## src/euro_pkg.sv

```systemverilog
// Shared types and constants for the four-channel codec path
// Sample and frame types, fixed calibration tables
// Codec and UART timing, telemetry framer states, saturation helper
package euro_pkg;

    typedef logic signed [15:0] sample_t;

    // Channel 0 sits in the top bits so it leaves the serializer first
    typedef struct packed {
        sample_t ch0;
        sample_t ch1;
        sample_t ch2;
        sample_t ch3;
    } quad_t;

    // Gain is Q2.14
    typedef struct packed {
        sample_t            offset;
        logic signed [15:0] gain;
    } cal_entry_t;

    typedef cal_entry_t [3:0] cal_table_t;

    localparam int CAL_SHIFT = 14;

    // Codec serial timing
    localparam int BICK_DIV     = 4;
    localparam int SLOT_BITS    = 16;
    localparam int SLOTS        = 4;
    localparam int FRAME_CYCLES = BICK_DIV * SLOT_BITS * SLOTS;
    localparam int BICK_W       = $clog2(BICK_DIV);
    localparam int FRAME_CNT_W  = $clog2(FRAME_CYCLES);
    localparam int PDN_DELAY    = 8;

    // UART bit time, short for simulation
    localparam int CLKS_PER_BIT = 16;

    // Entry index is the channel number
    localparam cal_table_t IN_CAL = {
        cal_entry_t'{-16'sd96, 16'sd16420},
        cal_entry_t'{16'sd208, 16'sd17104},
        cal_entry_t'{-16'sd145, 16'sd16611},
        cal_entry_t'{16'sd312, 16'sd16892}
    };

    localparam cal_table_t OUT_CAL = {
        cal_entry_t'{-16'sd60, 16'sd20315},
        cal_entry_t'{16'sd75, 16'sd19870},
        cal_entry_t'{-16'sd210, 16'sd20980},
        cal_entry_t'{16'sd150, 16'sd21450}
    };

    typedef enum logic [2:0] {
        SEND_C,
        SEND_H,
        SEND_ID,
        SEND_MSB,
        SEND_LSB
    } framer_state_t;

    // Clamp a wide signed result to the 16-bit sample range
    function automatic sample_t sat16(input logic signed [19:0] v);
        if (v > 20'sd32767) begin
            return 16'sh7fff;
        end else if (v < -20'sd32768) begin
            return 16'sh8000;
        end
        return v[15:0];
    endfunction

endpackage

```

## src/codec_serial.sv

```systemverilog
// Serial codec port
// Power-down release, bit and frame clock generation
// ADC slot deserializer with frame strobe, DAC slot serializer
`timescale 1ns/100ps

module codec_serial (
    input  logic             CLK,
    input  logic             rst_n,
    input  logic             adc_data,
    input  euro_pkg::quad_t  dac_frame,
    input  logic             dac_valid,
    output logic             dac_data,
    output logic             bick,
    output logic             lrck,
    output logic             pdn,
    output euro_pkg::quad_t  adc_frame,
    output logic             frame_strobe
);

    logic [$clog2(euro_pkg::PDN_DELAY)-1:0] pdn_cnt;
    logic [euro_pkg::FRAME_CNT_W-1:0]       cnt;
    logic [euro_pkg::FRAME_CNT_W-1:0]       cnt_nx;
    logic [$bits(euro_pkg::quad_t)-1:0]     adc_sr;
    logic [$bits(euro_pkg::quad_t)-1:0]     dac_sr;
    logic [$bits(euro_pkg::quad_t)-1:0]     dac_pend;
    logic                                   sample_now;
    logic                                   last_bit;

    assign cnt_nx = cnt + 1'b1;

    // Rising bick has been seen for one cycle, data is stable
    assign sample_now = pdn && (int'(cnt[euro_pkg::BICK_W-1:0]) == euro_pkg::BICK_DIV / 2);
    assign last_bit   = sample_now &&
                        (int'(cnt) == euro_pkg::FRAME_CYCLES - euro_pkg::BICK_DIV / 2);

    // Hold the converter in power-down for a few cycles after reset
    always_ff @(posedge CLK or negedge rst_n) begin
        if (!rst_n) begin
            pdn_cnt <= '0;
            pdn     <= 1'b0;
        end else if (!pdn) begin
            if (int'(pdn_cnt) == euro_pkg::PDN_DELAY - 1) begin
                pdn <= 1'b1;
            end
            pdn_cnt <= pdn_cnt + 1'b1;
        end
    end

    // Counter starts on the last bit so the first frame opens on a falling bick
    always_ff @(posedge CLK or negedge rst_n) begin
        if (!rst_n) begin
            cnt          <= euro_pkg::FRAME_CNT_W'(euro_pkg::FRAME_CYCLES - euro_pkg::BICK_DIV);
            bick         <= 1'b0;
            lrck         <= 1'b0;
            dac_data     <= 1'b0;
            dac_sr       <= '0;
            dac_pend     <= '0;
            frame_strobe <= 1'b0;
        end else begin
            frame_strobe <= last_bit;
            if (dac_valid) begin
                dac_pend <= dac_frame;
            end
            if (pdn) begin
                cnt  <= cnt_nx;
                bick <= cnt_nx[euro_pkg::BICK_W-1];
                // High for slots 0 and 1
                lrck <= ~cnt_nx[euro_pkg::FRAME_CNT_W-1];
                if (cnt_nx == '0) begin
                    dac_data <= dac_pend[$bits(dac_pend)-1];
                    dac_sr   <= {dac_pend[$bits(dac_pend)-2:0], 1'b0};
                end else if (cnt_nx[euro_pkg::BICK_W-1:0] == '0) begin
                    dac_data <= dac_sr[$bits(dac_sr)-1];
                    dac_sr   <= {dac_sr[$bits(dac_sr)-2:0], 1'b0};
                end
            end
        end
    end

    // ADC shifter, MSB first, ch0 first
    always_ff @(posedge CLK) begin
        if (sample_now) begin
            adc_sr <= {adc_sr[$bits(adc_sr)-2:0], adc_data};
        end
        if (last_bit) begin
            adc_frame <= {adc_sr[$bits(adc_sr)-2:0], adc_data};
        end
    end

endmodule

```

## src/sample_cal.sv

```systemverilog
// Per-channel offset and gain calibration
// One shared subtract, multiply, shift and saturate datapath
// walked over the four channels, one channel per cycle
`timescale 1ns/100ps

module sample_cal #(
    parameter euro_pkg::cal_table_t CAL = euro_pkg::IN_CAL
) (
    input  logic            CLK,
    input  logic            rst_n,
    input  euro_pkg::quad_t in_frame,
    input  logic            in_valid,
    output euro_pkg::quad_t out_frame,
    output logic            out_valid
);

    euro_pkg::quad_t      in_q;
    logic [1:0]           idx;
    logic                 busy;
    euro_pkg::sample_t    x;
    euro_pkg::cal_entry_t ent;
    logic signed [16:0]   diff;
    logic signed [32:0]   prod;
    euro_pkg::sample_t    y;

    always_comb begin
        case (idx)
            2'd0:    x = in_q.ch0;
            2'd1:    x = in_q.ch1;
            2'd2:    x = in_q.ch2;
            default: x = in_q.ch3;
        endcase
    end

    assign ent  = CAL[idx];
    assign diff = 17'(x) - 17'(ent.offset);
    assign prod = 33'(diff) * 33'(ent.gain);
    assign y    = euro_pkg::sat16(20'(prod >>> euro_pkg::CAL_SHIFT));

    always_ff @(posedge CLK or negedge rst_n) begin
        if (!rst_n) begin
            busy      <= 1'b0;
            idx       <= 2'd0;
            out_valid <= 1'b0;
        end else begin
            out_valid <= 1'b0;
            if (in_valid) begin
                busy <= 1'b1;
                idx  <= 2'd0;
            end else if (busy) begin
                idx <= idx + 2'd1;
                // Last channel stored on this edge
                if (idx == 2'd3) begin
                    busy      <= 1'b0;
                    out_valid <= 1'b1;
                end
            end
        end
    end

    always_ff @(posedge CLK) begin
        if (in_valid) begin
            in_q <= in_frame;
        end
        if (busy) begin
            case (idx)
                2'd0:    out_frame.ch0 <= y;
                2'd1:    out_frame.ch1 <= y;
                2'd2:    out_frame.ch2 <= y;
                default: out_frame.ch3 <= y;
            endcase
        end
    end

endmodule

```

## src/vca_core.sv

```systemverilog
// Voltage-controlled amplifier core
// ch0 and ch1 are audio scaled by the positive part of ch1 and ch3
// ch2 and ch3 carry the dry audio of ch0 and ch2
`timescale 1ns/100ps

module vca_core (
    input  logic            CLK,
    input  logic            rst_n,
    input  euro_pkg::quad_t in_frame,
    input  logic            in_valid,
    output euro_pkg::quad_t out_frame,
    output logic            out_valid
);

    euro_pkg::sample_t  cv0;
    euro_pkg::sample_t  cv1;
    logic signed [31:0] p0;
    logic signed [31:0] p1;
    euro_pkg::sample_t  dry0;
    euro_pkg::sample_t  dry1;
    logic               v1;

    // Negative control voltage closes the amplifier
    assign cv0 = in_frame.ch1[15] ? '0 : in_frame.ch1;
    assign cv1 = in_frame.ch3[15] ? '0 : in_frame.ch3;

    always_ff @(posedge CLK or negedge rst_n) begin
        if (!rst_n) begin
            v1        <= 1'b0;
            out_valid <= 1'b0;
        end else begin
            v1        <= in_valid;
            out_valid <= v1;
        end
    end

    // Stage 1 multiply, stage 2 scale and assemble
    always_ff @(posedge CLK) begin
        if (in_valid) begin
            p0   <= 32'(in_frame.ch0) * 32'(cv0);
            p1   <= 32'(in_frame.ch2) * 32'(cv1);
            dry0 <= in_frame.ch0;
            dry1 <= in_frame.ch2;
        end
        if (v1) begin
            out_frame.ch0 <= euro_pkg::sat16(20'(p0 >>> euro_pkg::CAL_SHIFT));
            out_frame.ch1 <= euro_pkg::sat16(20'(p1 >>> euro_pkg::CAL_SHIFT));
            out_frame.ch2 <= dry0;
            out_frame.ch3 <= dry1;
        end
    end

endmodule

```

## src/uart_tx.sv

```systemverilog
// 8N1 UART transmitter, LSB first
// Start is taken while idle, busy covers start, data and stop bits
`timescale 1ns/100ps

module uart_tx (
    input  logic       CLK,
    input  logic       rst_n,
    input  logic       tx_start,
    input  logic [7:0] tx_data,
    output logic       tx,
    output logic       tx_busy
);

    logic [9:0]                                  sr;
    logic [$clog2(euro_pkg::CLKS_PER_BIT)-1:0]   clk_cnt;
    logic [3:0]                                  bit_cnt;

    // Line follows the low bit of the shifter, all ones when idle
    assign tx = sr[0];

    always_ff @(posedge CLK or negedge rst_n) begin
        if (!rst_n) begin
            sr      <= '1;
            clk_cnt <= '0;
            bit_cnt <= '0;
            tx_busy <= 1'b0;
        end else if (!tx_busy) begin
            if (tx_start) begin
                sr      <= {1'b1, tx_data, 1'b0};
                clk_cnt <= '0;
                bit_cnt <= '0;
                tx_busy <= 1'b1;
            end
        end else if (int'(clk_cnt) == euro_pkg::CLKS_PER_BIT - 1) begin
            clk_cnt <= '0;
            sr      <= {1'b1, sr[9:1]};
            // Stop bit has run its full time
            if (bit_cnt == 4'd9) begin
                tx_busy <= 1'b0;
            end else begin
                bit_cnt <= bit_cnt + 4'd1;
            end
        end else begin
            clk_cnt <= clk_cnt + 1'b1;
        end
    end

endmodule

```

## src/telemetry_framer.sv

```systemverilog
// Telemetry packet builder for the UART
// Packet is "C", "H", channel digit, sample MSB, sample LSB
// Channel advances after every packet
`timescale 1ns/100ps

module telemetry_framer (
    input  logic            CLK,
    input  logic            rst_n,
    input  euro_pkg::quad_t cal_frame,
    input  logic            tx_busy,
    output logic            tx_start,
    output logic [7:0]      tx_data
);

    euro_pkg::framer_state_t state;
    logic [1:0]              ch;
    euro_pkg::sample_t       sel;
    euro_pkg::sample_t       snap;
    logic                    issue;

    // Busy rises one cycle late, so skip the cycle right after a start
    assign issue = !tx_busy && !tx_start;

    always_comb begin
        case (ch)
            2'd0:    sel = cal_frame.ch0;
            2'd1:    sel = cal_frame.ch1;
            2'd2:    sel = cal_frame.ch2;
            default: sel = cal_frame.ch3;
        endcase
    end

    always_ff @(posedge CLK or negedge rst_n) begin
        if (!rst_n) begin
            state    <= euro_pkg::SEND_C;
            ch       <= 2'd0;
            tx_start <= 1'b0;
        end else begin
            tx_start <= issue;
            if (issue) begin
                case (state)
                    euro_pkg::SEND_C:   state <= euro_pkg::SEND_H;
                    euro_pkg::SEND_H:   state <= euro_pkg::SEND_ID;
                    euro_pkg::SEND_ID:  state <= euro_pkg::SEND_MSB;
                    euro_pkg::SEND_MSB: state <= euro_pkg::SEND_LSB;
                    default: begin
                        state <= euro_pkg::SEND_C;
                        ch    <= ch + 2'd1;
                    end
                endcase
            end
        end
    end

    // Byte for the start issued this cycle
    always_ff @(posedge CLK) begin
        if (issue) begin
            case (state)
                euro_pkg::SEND_C: begin
                    tx_data <= "C";
                    snap    <= sel;
                end
                euro_pkg::SEND_H:   tx_data <= "H";
                euro_pkg::SEND_ID:  tx_data <= 8'h30 + {6'd0, ch};
                euro_pkg::SEND_MSB: tx_data <= snap[15:8];
                default:            tx_data <= snap[7:0];
            endcase
        end
    end

endmodule

```

## src/euro_top.sv

```systemverilog
// Codec board top level
// Codec port, input and output calibration, VCA core, UART telemetry
`timescale 1ns/100ps

module euro_top (
    input  logic CLK,
    input  logic rst_n,
    input  logic adc_data,
    output logic dac_data,
    output logic bick,
    output logic lrck,
    output logic pdn,
    output logic tx
);

    euro_pkg::quad_t adc_frame;
    euro_pkg::quad_t adc_inv;
    euro_pkg::quad_t cal_in;
    euro_pkg::quad_t core_out;
    euro_pkg::quad_t dac_frame;
    logic            frame_strobe;
    logic            cal_in_valid;
    logic            core_valid;
    logic            dac_valid;
    logic            tx_start;
    logic [7:0]      tx_data;
    logic            tx_busy;

    // Analog front end inverts every input
    assign adc_inv = ~adc_frame;

    codec_serial u_codec (
        .CLK          (CLK),
        .rst_n        (rst_n),
        .adc_data     (adc_data),
        .dac_frame    (dac_frame),
        .dac_valid    (dac_valid),
        .dac_data     (dac_data),
        .bick         (bick),
        .lrck         (lrck),
        .pdn          (pdn),
        .adc_frame    (adc_frame),
        .frame_strobe (frame_strobe)
    );

    sample_cal #(.CAL(euro_pkg::IN_CAL)) u_in_cal (
        .CLK       (CLK),
        .rst_n     (rst_n),
        .in_frame  (adc_inv),
        .in_valid  (frame_strobe),
        .out_frame (cal_in),
        .out_valid (cal_in_valid)
    );

    vca_core u_vca (
        .CLK       (CLK),
        .rst_n     (rst_n),
        .in_frame  (cal_in),
        .in_valid  (cal_in_valid),
        .out_frame (core_out),
        .out_valid (core_valid)
    );

    sample_cal #(.CAL(euro_pkg::OUT_CAL)) u_out_cal (
        .CLK       (CLK),
        .rst_n     (rst_n),
        .in_frame  (core_out),
        .in_valid  (core_valid),
        .out_frame (dac_frame),
        .out_valid (dac_valid)
    );

    telemetry_framer u_framer (
        .CLK       (CLK),
        .rst_n     (rst_n),
        .cal_frame (cal_in),
        .tx_busy   (tx_busy),
        .tx_start  (tx_start),
        .tx_data   (tx_data)
    );

    uart_tx u_uart (
        .CLK      (CLK),
        .rst_n    (rst_n),
        .tx_start (tx_start),
        .tx_data  (tx_data),
        .tx       (tx),
        .tx_busy  (tx_busy)
    );

endmodule

```

## config.mk

```make
export PLATFORM = sky130hd
export DESIGN_NAME = euro_top
export DESIGN_NICKNAME = d
export VERILOG_FILES = /design/src/euro_pkg.sv /design/src/codec_serial.sv /design/src/sample_cal.sv /design/src/vca_core.sv /design/src/uart_tx.sv /design/src/telemetry_framer.sv /design/src/euro_top.sv
export SDC_FILE = /design/constraint.sdc
export NUM_CORES = 2
export LEC_CHECK = 0
export ABC_AREA = 1
export BUFFER_PORTS_ARGS = -buffer_cell sky130_fd_sc_hd__buf_2
export CAP_MARGIN = 40
export CORE_ASPECT_RATIO = 0.6
export CORE_UTILIZATION = 25
export DETAILED_ROUTE_END_ITERATION = 8
export PLACE_DENSITY = 0.38
export SKIP_CTS_REPAIR_TIMING = 1
export SLEW_MARGIN = 0
export SYNTH_ARGS = -nofsm -noshare
export SYNTH_HDL_FRONTEND = slang
export SYNTH_SLANG_ARGS = --single-unit
```

## constraint.sdc

```tcl
create_clock -name CLK -period 26.4 [get_ports CLK]
set_input_delay 5.28 -clock CLK [delete_from_list [all_inputs] [get_ports CLK]]
set_output_delay 5.28 -clock CLK [all_outputs]
set_load 0.01 [all_outputs]
```

# Yosys cells after proc, flatten, opt, wreduce, memory -nomap -nowiden
# Index checks and enable logic that the tools add are counted.
op_classes:
  addsub: 10
  multipliers: 4
  n_lt_le_gt_ge: 10
  n_eq_ne: 18
  n_mux: 68
  n_bitwise: 5
  reduce_logical: 31
op_table:
  columns: ["cell", "count"]
  rows:
  - ["16-bit two-way mux", 12]
  - ["16-bit one-hot mux with 3 select lines", 3]
  - ["32-bit binary-select mux with 2-bit select", 2]
  - ["64-bit two-way mux", 2]
  - ["17-bit by 16-bit multiplier with 33-bit output", 2]
  - ["16-bit by 16-bit multiplier with 32-bit output", 2]
  - ["32-bit two-way mux", 2]
  - ["64-bit NOT", 1]
  - ["19-bit by 16-bit > comparator with 1-bit output, second input constant", 2]
  - ["19-bit by 16-bit less-than comparator with 1-bit output, second input constant", 2]
  - ["18-bit by 16-bit > comparator with 1-bit output, second input constant", 2]
  - ["18-bit by 16-bit less-than comparator with 1-bit output, second input constant", 2]
  - ["16-bit by 16-bit subtractor with 17-bit output", 2]
  - ["8-bit one-hot mux with 4 select lines", 1]
  - ["1-bit two-way mux", 30]
  - ["10-bit two-way mux", 3]
  - ["15-bit two-way mux", 2]
  - ["4-bit two-way mux", 6]
  - ["2-bit AND reduction", 12]
  - ["2-bit == test, second input constant", 6]
  - ["3-bit one-hot mux with 4 select lines", 1]
  - ["4-bit by 1-bit adder with 4-bit output, second input constant", 2]
  - ["8-bit by 1-bit adder with 8-bit output, second input constant", 1]
  - ["8-bit by 2-bit == test with 1-bit output, second input constant", 1]
  - ["other kinds (21)", 45]
word_totals:
  ff_bits: 746
  input_bits: 3
  output_inout_bits: 5
  wordCells: 201

# Depth between registers and ports, before layout
logic_depth:
  ltp_word: 8
  ltp_mapped: 50
  mapped_depth_nobuf: 46

# Hierarchy
# Synthesis repeated with hierarchy kept, for this count alone.
unflattened:
  cells_unflattened: 7118
  hier_area_um2: 65200.0
modules_own_cells:
  columns: ["mod", "n_inst", "cells_each", "area_per_inst_um2", "seq_area_each_um2"]
  rows:
  - ["vca_core", 1, 2695, 23566.4, 4013.8]
  - ["sample_cal at u_out_cal", 1, 1606, 14756.7, 3943.8]
  - ["sample_cal at u_in_cal", 1, 1431, 13404.1, 3943.8]
  - ["codec_serial", 1, 972, 10536.4, 7374.6]
  - ["telemetry_framer", 1, 229, 1764.2, 870.8]
  - ["uart_tx", 1, 121, 932.1, 461.7]
  - ["euro_top", 1, 64, 240.2, 0.0]

# Worst setup path before layout
# Ideal clock, no wire load.
synth_timing:
  path_kind: "reg2reg"
  start: "register u_out_cal.idx[1]"
  end: "register u_out_cal.out_frame[10] (netlist bit) (data pin)"
  setup_time_ns: 0.266
  t_arrival_ns: 8.759
  t_required_ns: 26.134
  path_slack_ns: 17.376
  stages_incl_launch_ff: 43
  path_buffers: 5
  period_less_slack_ns: 9.024
  path_cell_list: "dfrtp_1 clkbuf_1 inv_1 clkbuf_1 ha_1 clkbuf_1 nand2_1 nand2_1 o22ai_1 ha_1 fa_1 nand3b_1 nand2_1 nand2_1 nand2_2 nand3_1 nand3_1 nand2_1 [7 not listed] fa_1 fa_1 inv_1 fa_1 inv_1 ha_1 nand2_1 nor2_2 nand2_1 nor3_1 nand2_1 nand3_1 nand2_2 nand2_4 o21ai_4 buf_8 nand2_2 nand2_1"
synth_via:
  elab_chain_cells: 8
  elab_cells_between_ends: 14
  cone_classes: "1 x add/sub; 1 x mul; 2 x order compare; 2 x eq/ne; 7 x mux; 1 x reduce/logical"
synth_lines:
  columns: ["element", "line_no", "rtl"]
  rows:
  - ["start, declared", "sample_cal.sv:18", "logic [1:0] idx;"]
  - ["start signal, assigned", "sample_cal.sv:51", "idx <= idx + 2'd1;"]
  - ["2-bit == test (tied with other cells)", "sample_cal.sv:27", "case (idx)"]
  - ["16-bit one-hot mux with 3 select lines / 32-bit two-way mux (equally long branches)", "sample_cal.sv:27, sample_cal.sv:35", null]
  - ["16-bit by 16-bit subtractor with 17-bit output", "sample_cal.sv:36", "assign diff = 17'(x) - 17'(ent.offset);"]
  - ["17-bit by 16-bit multiplier with 33-bit output *", "sample_cal.sv:37", "assign prod = 33'(diff) * 33'(ent.gain);"]
  - ["19-bit by 16-bit less-than comparator with 1-bit output", "euro_pkg.sv:65", "end else if (v < -20'sd32768) begin"]
  - ["1-bit two-way mux", "euro_pkg.sv:65", null]
  - ["1-bit two-way mux", "euro_pkg.sv:63", "if (v > 20'sd32767) begin"]
  - ["16-bit two-way mux *", "euro_pkg.sv:68", "return v[15:0];"]
  - ["net u_out_cal.y[10]", "sample_cal.sv:24", "euro_pkg::sample_t y;"]
  - ["end, declared", "sample_cal.sv:13", "output euro_pkg::quad_t out_frame,"]
# Mark *: on every way through the listed nets, which the timed path passes. The rest lies on a longest branch. The select of a mux whose other input is x is not followed.
# A chain may end at the register's enable or synchronous reset.

# Final worst setup path
layout_timing:
  start: "register u_out_cal.idx[0]"
  end: "register u_out_cal.out_frame[52] (netlist bit) (data pin)"
# Same word-level chain as after synthesis.

==> results.sh <==
export IMPL_status="completed"
export IMPL_slowest_stage="ha_1"
export IMPL_p_leak_nw=32.39
export IMPL_min_path_type="reg -> reg"
export IMPL_irDropWorstVdd_uv=40.78
export IMPL_grt_pass1_wl_mm=298.3
export IMPL_clk_pin_slew_ps=60
export IMPL_slew_viol_final=0
export IMPL_r2r_start="u_out_cal.idx[0]$_DFFE_PN0P_"
export IMPL_final_cell_mix="1605 x inv_1, 1125 x nand2_1, 882 x fa_1"
export IMPL_fin_tns_setup_ps=0
export IMPL_cp_startpoint="u_out_cal.idx[0]$_DFFE_PN0P_"
export IMPL_place_gp_congestion=0.8764
export IMPL_power_density_mw_per_mm2=32.28
export IMPL_syn_nets=7888
export IMPL_synth_distinct_cells=64
export IMPL_layout_commonest_cell="inv_1"
export IMPL_worstMarginPinSlew_ps=913.8
export IMPL_dp_slack_ps=15690
export IMPL_synth_edf_count=539
export IMPL_ys_ff_latch=715
export IMPL_r2r_end="u_out_cal.out_frame[52]$_DFFE_PP_"
export IMPL_area_growth_pct=11.00
export IMPL_r2r_cells=38
export IMPL_max_cap_violations=0
export IMPL_period_share_pct=40.82
export IMPL_crit_required_ps=26870
export IMPL_insertion_delay_ps=680
export IMPL_ant_nets=0
export IMPL_grt_overflow_total=0
export IMPL_wl_mm=194.7
export IMPL_r2r_slack_ps=15620
export IMPL_finalHoldViolations=0
export IMPL_cts_root_buf="clkbuf_16"
export IMPL_yosysSeqAreaShare_pct=32.43
export IMPL_vias=43331
export IMPL_antenna_found_initial=6
export IMPL_grt_pass1_vias=45093
export IMPL_start_kind="register"
export IMPL_grt_usage_pct=15.52
export IMPL_rsz0062_at_grt="false"
export IMPL_firstDrtPassIters=6
export IMPL_path_buf_inv=8
export IMPL_synthesis_yosys_warnings=0
export IMPL_detail_route_wl_per_cell_um=19.40
export IMPL_crit_top_cell="nand2_1"
export IMPL_setup_violations=0
export IMPL_port_buffers=7
export IMPL_synth_cells=6594
export IMPL_numClockSinks=715
export IMPL_synth_area_per_cell_um2=9.636
export IMPL_cts_buffer_depth=3
export IMPL_crit_type="reg -> reg"
export IMPL_grt_start_max_net_pins=75
export IMPL_ys_async_sr_fraction_pct=24.62
export IMPL_drive_gt1_share_pct=5.742
export IMPL_nets=7885
export IMPL_fmax_ghz=0.09279
export IMPL_drt_iter0_drc=3492
export IMPL_worst_path_stages=38
export IMPL_timing_final_crit_period_ps=10780
export IMPL_cp_end_kind="register"
export IMPL_cp_top_family="adder cells"
export IMPL_dp_hpwl_mm=159.0
export IMPL_fin_ws_ps=15620
export IMPL_cts_tree="done"
export IMPL_route_detailed_drc=0
export IMPL_finClkSkew_ps=48.63
export IMPL_relSlewSlack_pct=38.78
export IMPL_start_util_pct=25.29
export IMPL_crit_end="u_out_cal.out_frame[52]$_DFFE_PP_"
export IMPL_chipWidth_um=652.9
export IMPL_ios=8
export IMPL_vias_per_cell=4.317
export IMPL_slowest_delay_ps=690
export IMPL_netlist_area_mm2=0.06354
export IMPL_h_tree_depth=3
export IMPL_critPathMaxFanout=18
export IMPL_die_y_um=392.5
export IMPL_die_area_mm2=0.2563
export IMPL_core_area_mm2=0.2512
export IMPL_holdCritStartpoint="u_vca.dry0[5]$_DFFE_PP_"
export IMPL_synthFlopType="edfxtp_1"
export IMPL_num_rows=142
export IMPL_worstPathArrival_ps=11250
export IMPL_cts_buffers_inserted=77
worst min path at each step:
stage	cells past startpoint	slack [ps]	endpoint
3_3_place_gp	0	400	u_vca.out_frame[29]$_DFFE_PP_
6_report	0	410	u_vca.out_frame[21]$_DFFE_PP_
5_1_grt	0	410	u_out_cal.in_q[38]$_DFFE_PP_
3_5_place_dp	0	400	u_out_cal.in_q[20]$_DFFE_PP_
2_1_floorplan	0	400	u_codec.adc_frame[63]$_DFFE_PP_
4_1_cts	0	400	u_vca.out_frame[21]$_DFFE_PP_
state kept, by name, summed over array words and instances, names as in the netlist, 63 cells and up:
signal               count
u_in_cal.out_frame      64
u_codec.adc_sr          63
u_codec.adc_frame       64
u_out_cal.in_q          64
u_out_cal.out_frame     64
u_codec.dac_sr          63
u_vca.out_frame         64
u_codec.dac_pend        64
u_in_cal.in_q           64
metrics by stage:
| stage | area [um^2] | power (mW) | hold slack (ps) | instances | util [%] |
|---|---|---|---|---|---|
| 6_report | 70530 | 2.277 | 410.8 | 10038 | 28.07 |
| 5_1_grt | 70530 | 2.359 | 414.3 | 10037 | 28.07 |
| 4_1_cts | 70520 | 2.316 | 403.2 | 10036 | 28.07 |
| 3_5_place_dp | 68040 | 1.228 | 404.5 | 9895 | 27.08 |
| 3_3_place_gp | 67510 | 1.227 | 402.2 | 9868 | 26.87 |
| 2_1_floorplan | 63540 | 1.220 | 400.3 | 6594 | - |
cells by family after synthesis:
kind of cell / after synthesis / share of synthesized area, %
simple gates: 1952 / 12.31
buf+inv: 1798 / 10.79
fa+ha+maj: 1291 / 35.84
flops: 715 / 32.43
compound gates: 661 / 5.874
xor+xnor: 113 / 1.623
mux: 64 / 1.134
power breakdown:
group	internal (mW)	total, mW	switching (mW)
logic	0.00131	0.00769	0.00636
registers	1.20	1.20	0
clock network	0.594	1.07	0.479
layer usage:
| layer | vias up | GRT usage [%] | wire, um |
|---|---|---|---|
| met5 | - | 0.1132 | 59 |
| met4 | 4 | 1.903 | 1818 |
| met3 | 116 | 4.688 | 17000 |
| met2 | 1192 | 18.16 | 64430 |
| met1 | 21888 | 26.63 | 111400 |
| li1 | 20131 | - | - |
layout make-up:
cell class | instances | area [um^2]
diodes | 1 | 2.502
clock buffers | 103 | 2126
clock inverters | 38 | 351.6
fillers | 26735 | 180700
inverters | 1630 | 6125
multi-input cells | 4081 | 36100
flip-flops and latches | 715 | 20620
well taps | 3384 | 4234
repair buffers | 86 | 970.9
cells in the mapped netlist (18+ instances only):
| library cell | n | area, um^2 |
|---|---|---|
| fa_1 | 882 | 17660 |
| o22ai_1 | 25 | 156.4 |
| clkbuf_1 | 132 | 495.5 |
| o21ai_0 | 131 | 655.6 |
| mux2_2 | 64 | 720.7 |
| dfrtp_1 | 161 | 4029 |
| nor2_1 | 589 | 2211 |
| inv_1 | 1606 | 6028 |
| nand2_2 | 32 | 200.2 |
| nand2_1 | 1126 | 4227 |
| xnor2_1 | 42 | 367.9 |
| nor3_1 | 43 | 215.2 |
| nand3_1 | 91 | 455.4 |
| a31oi_1 | 37 | 231.5 |
| o21ai_1 | 85 | 425.4 |
| ha_1 | 409 | 5117 |
| a21o_1 | 20 | 150.1 |
| xor2_1 | 67 | 586.8 |
| a21oi_1 | 269 | 1346 |
| nand4_1 | 18 | 112.6 |
| o21bai_1 | 29 | 217.7 |
| edfxtp_1 | 539 | 16190 |
No activity file was read; power rests on OpenSTA's default activity.
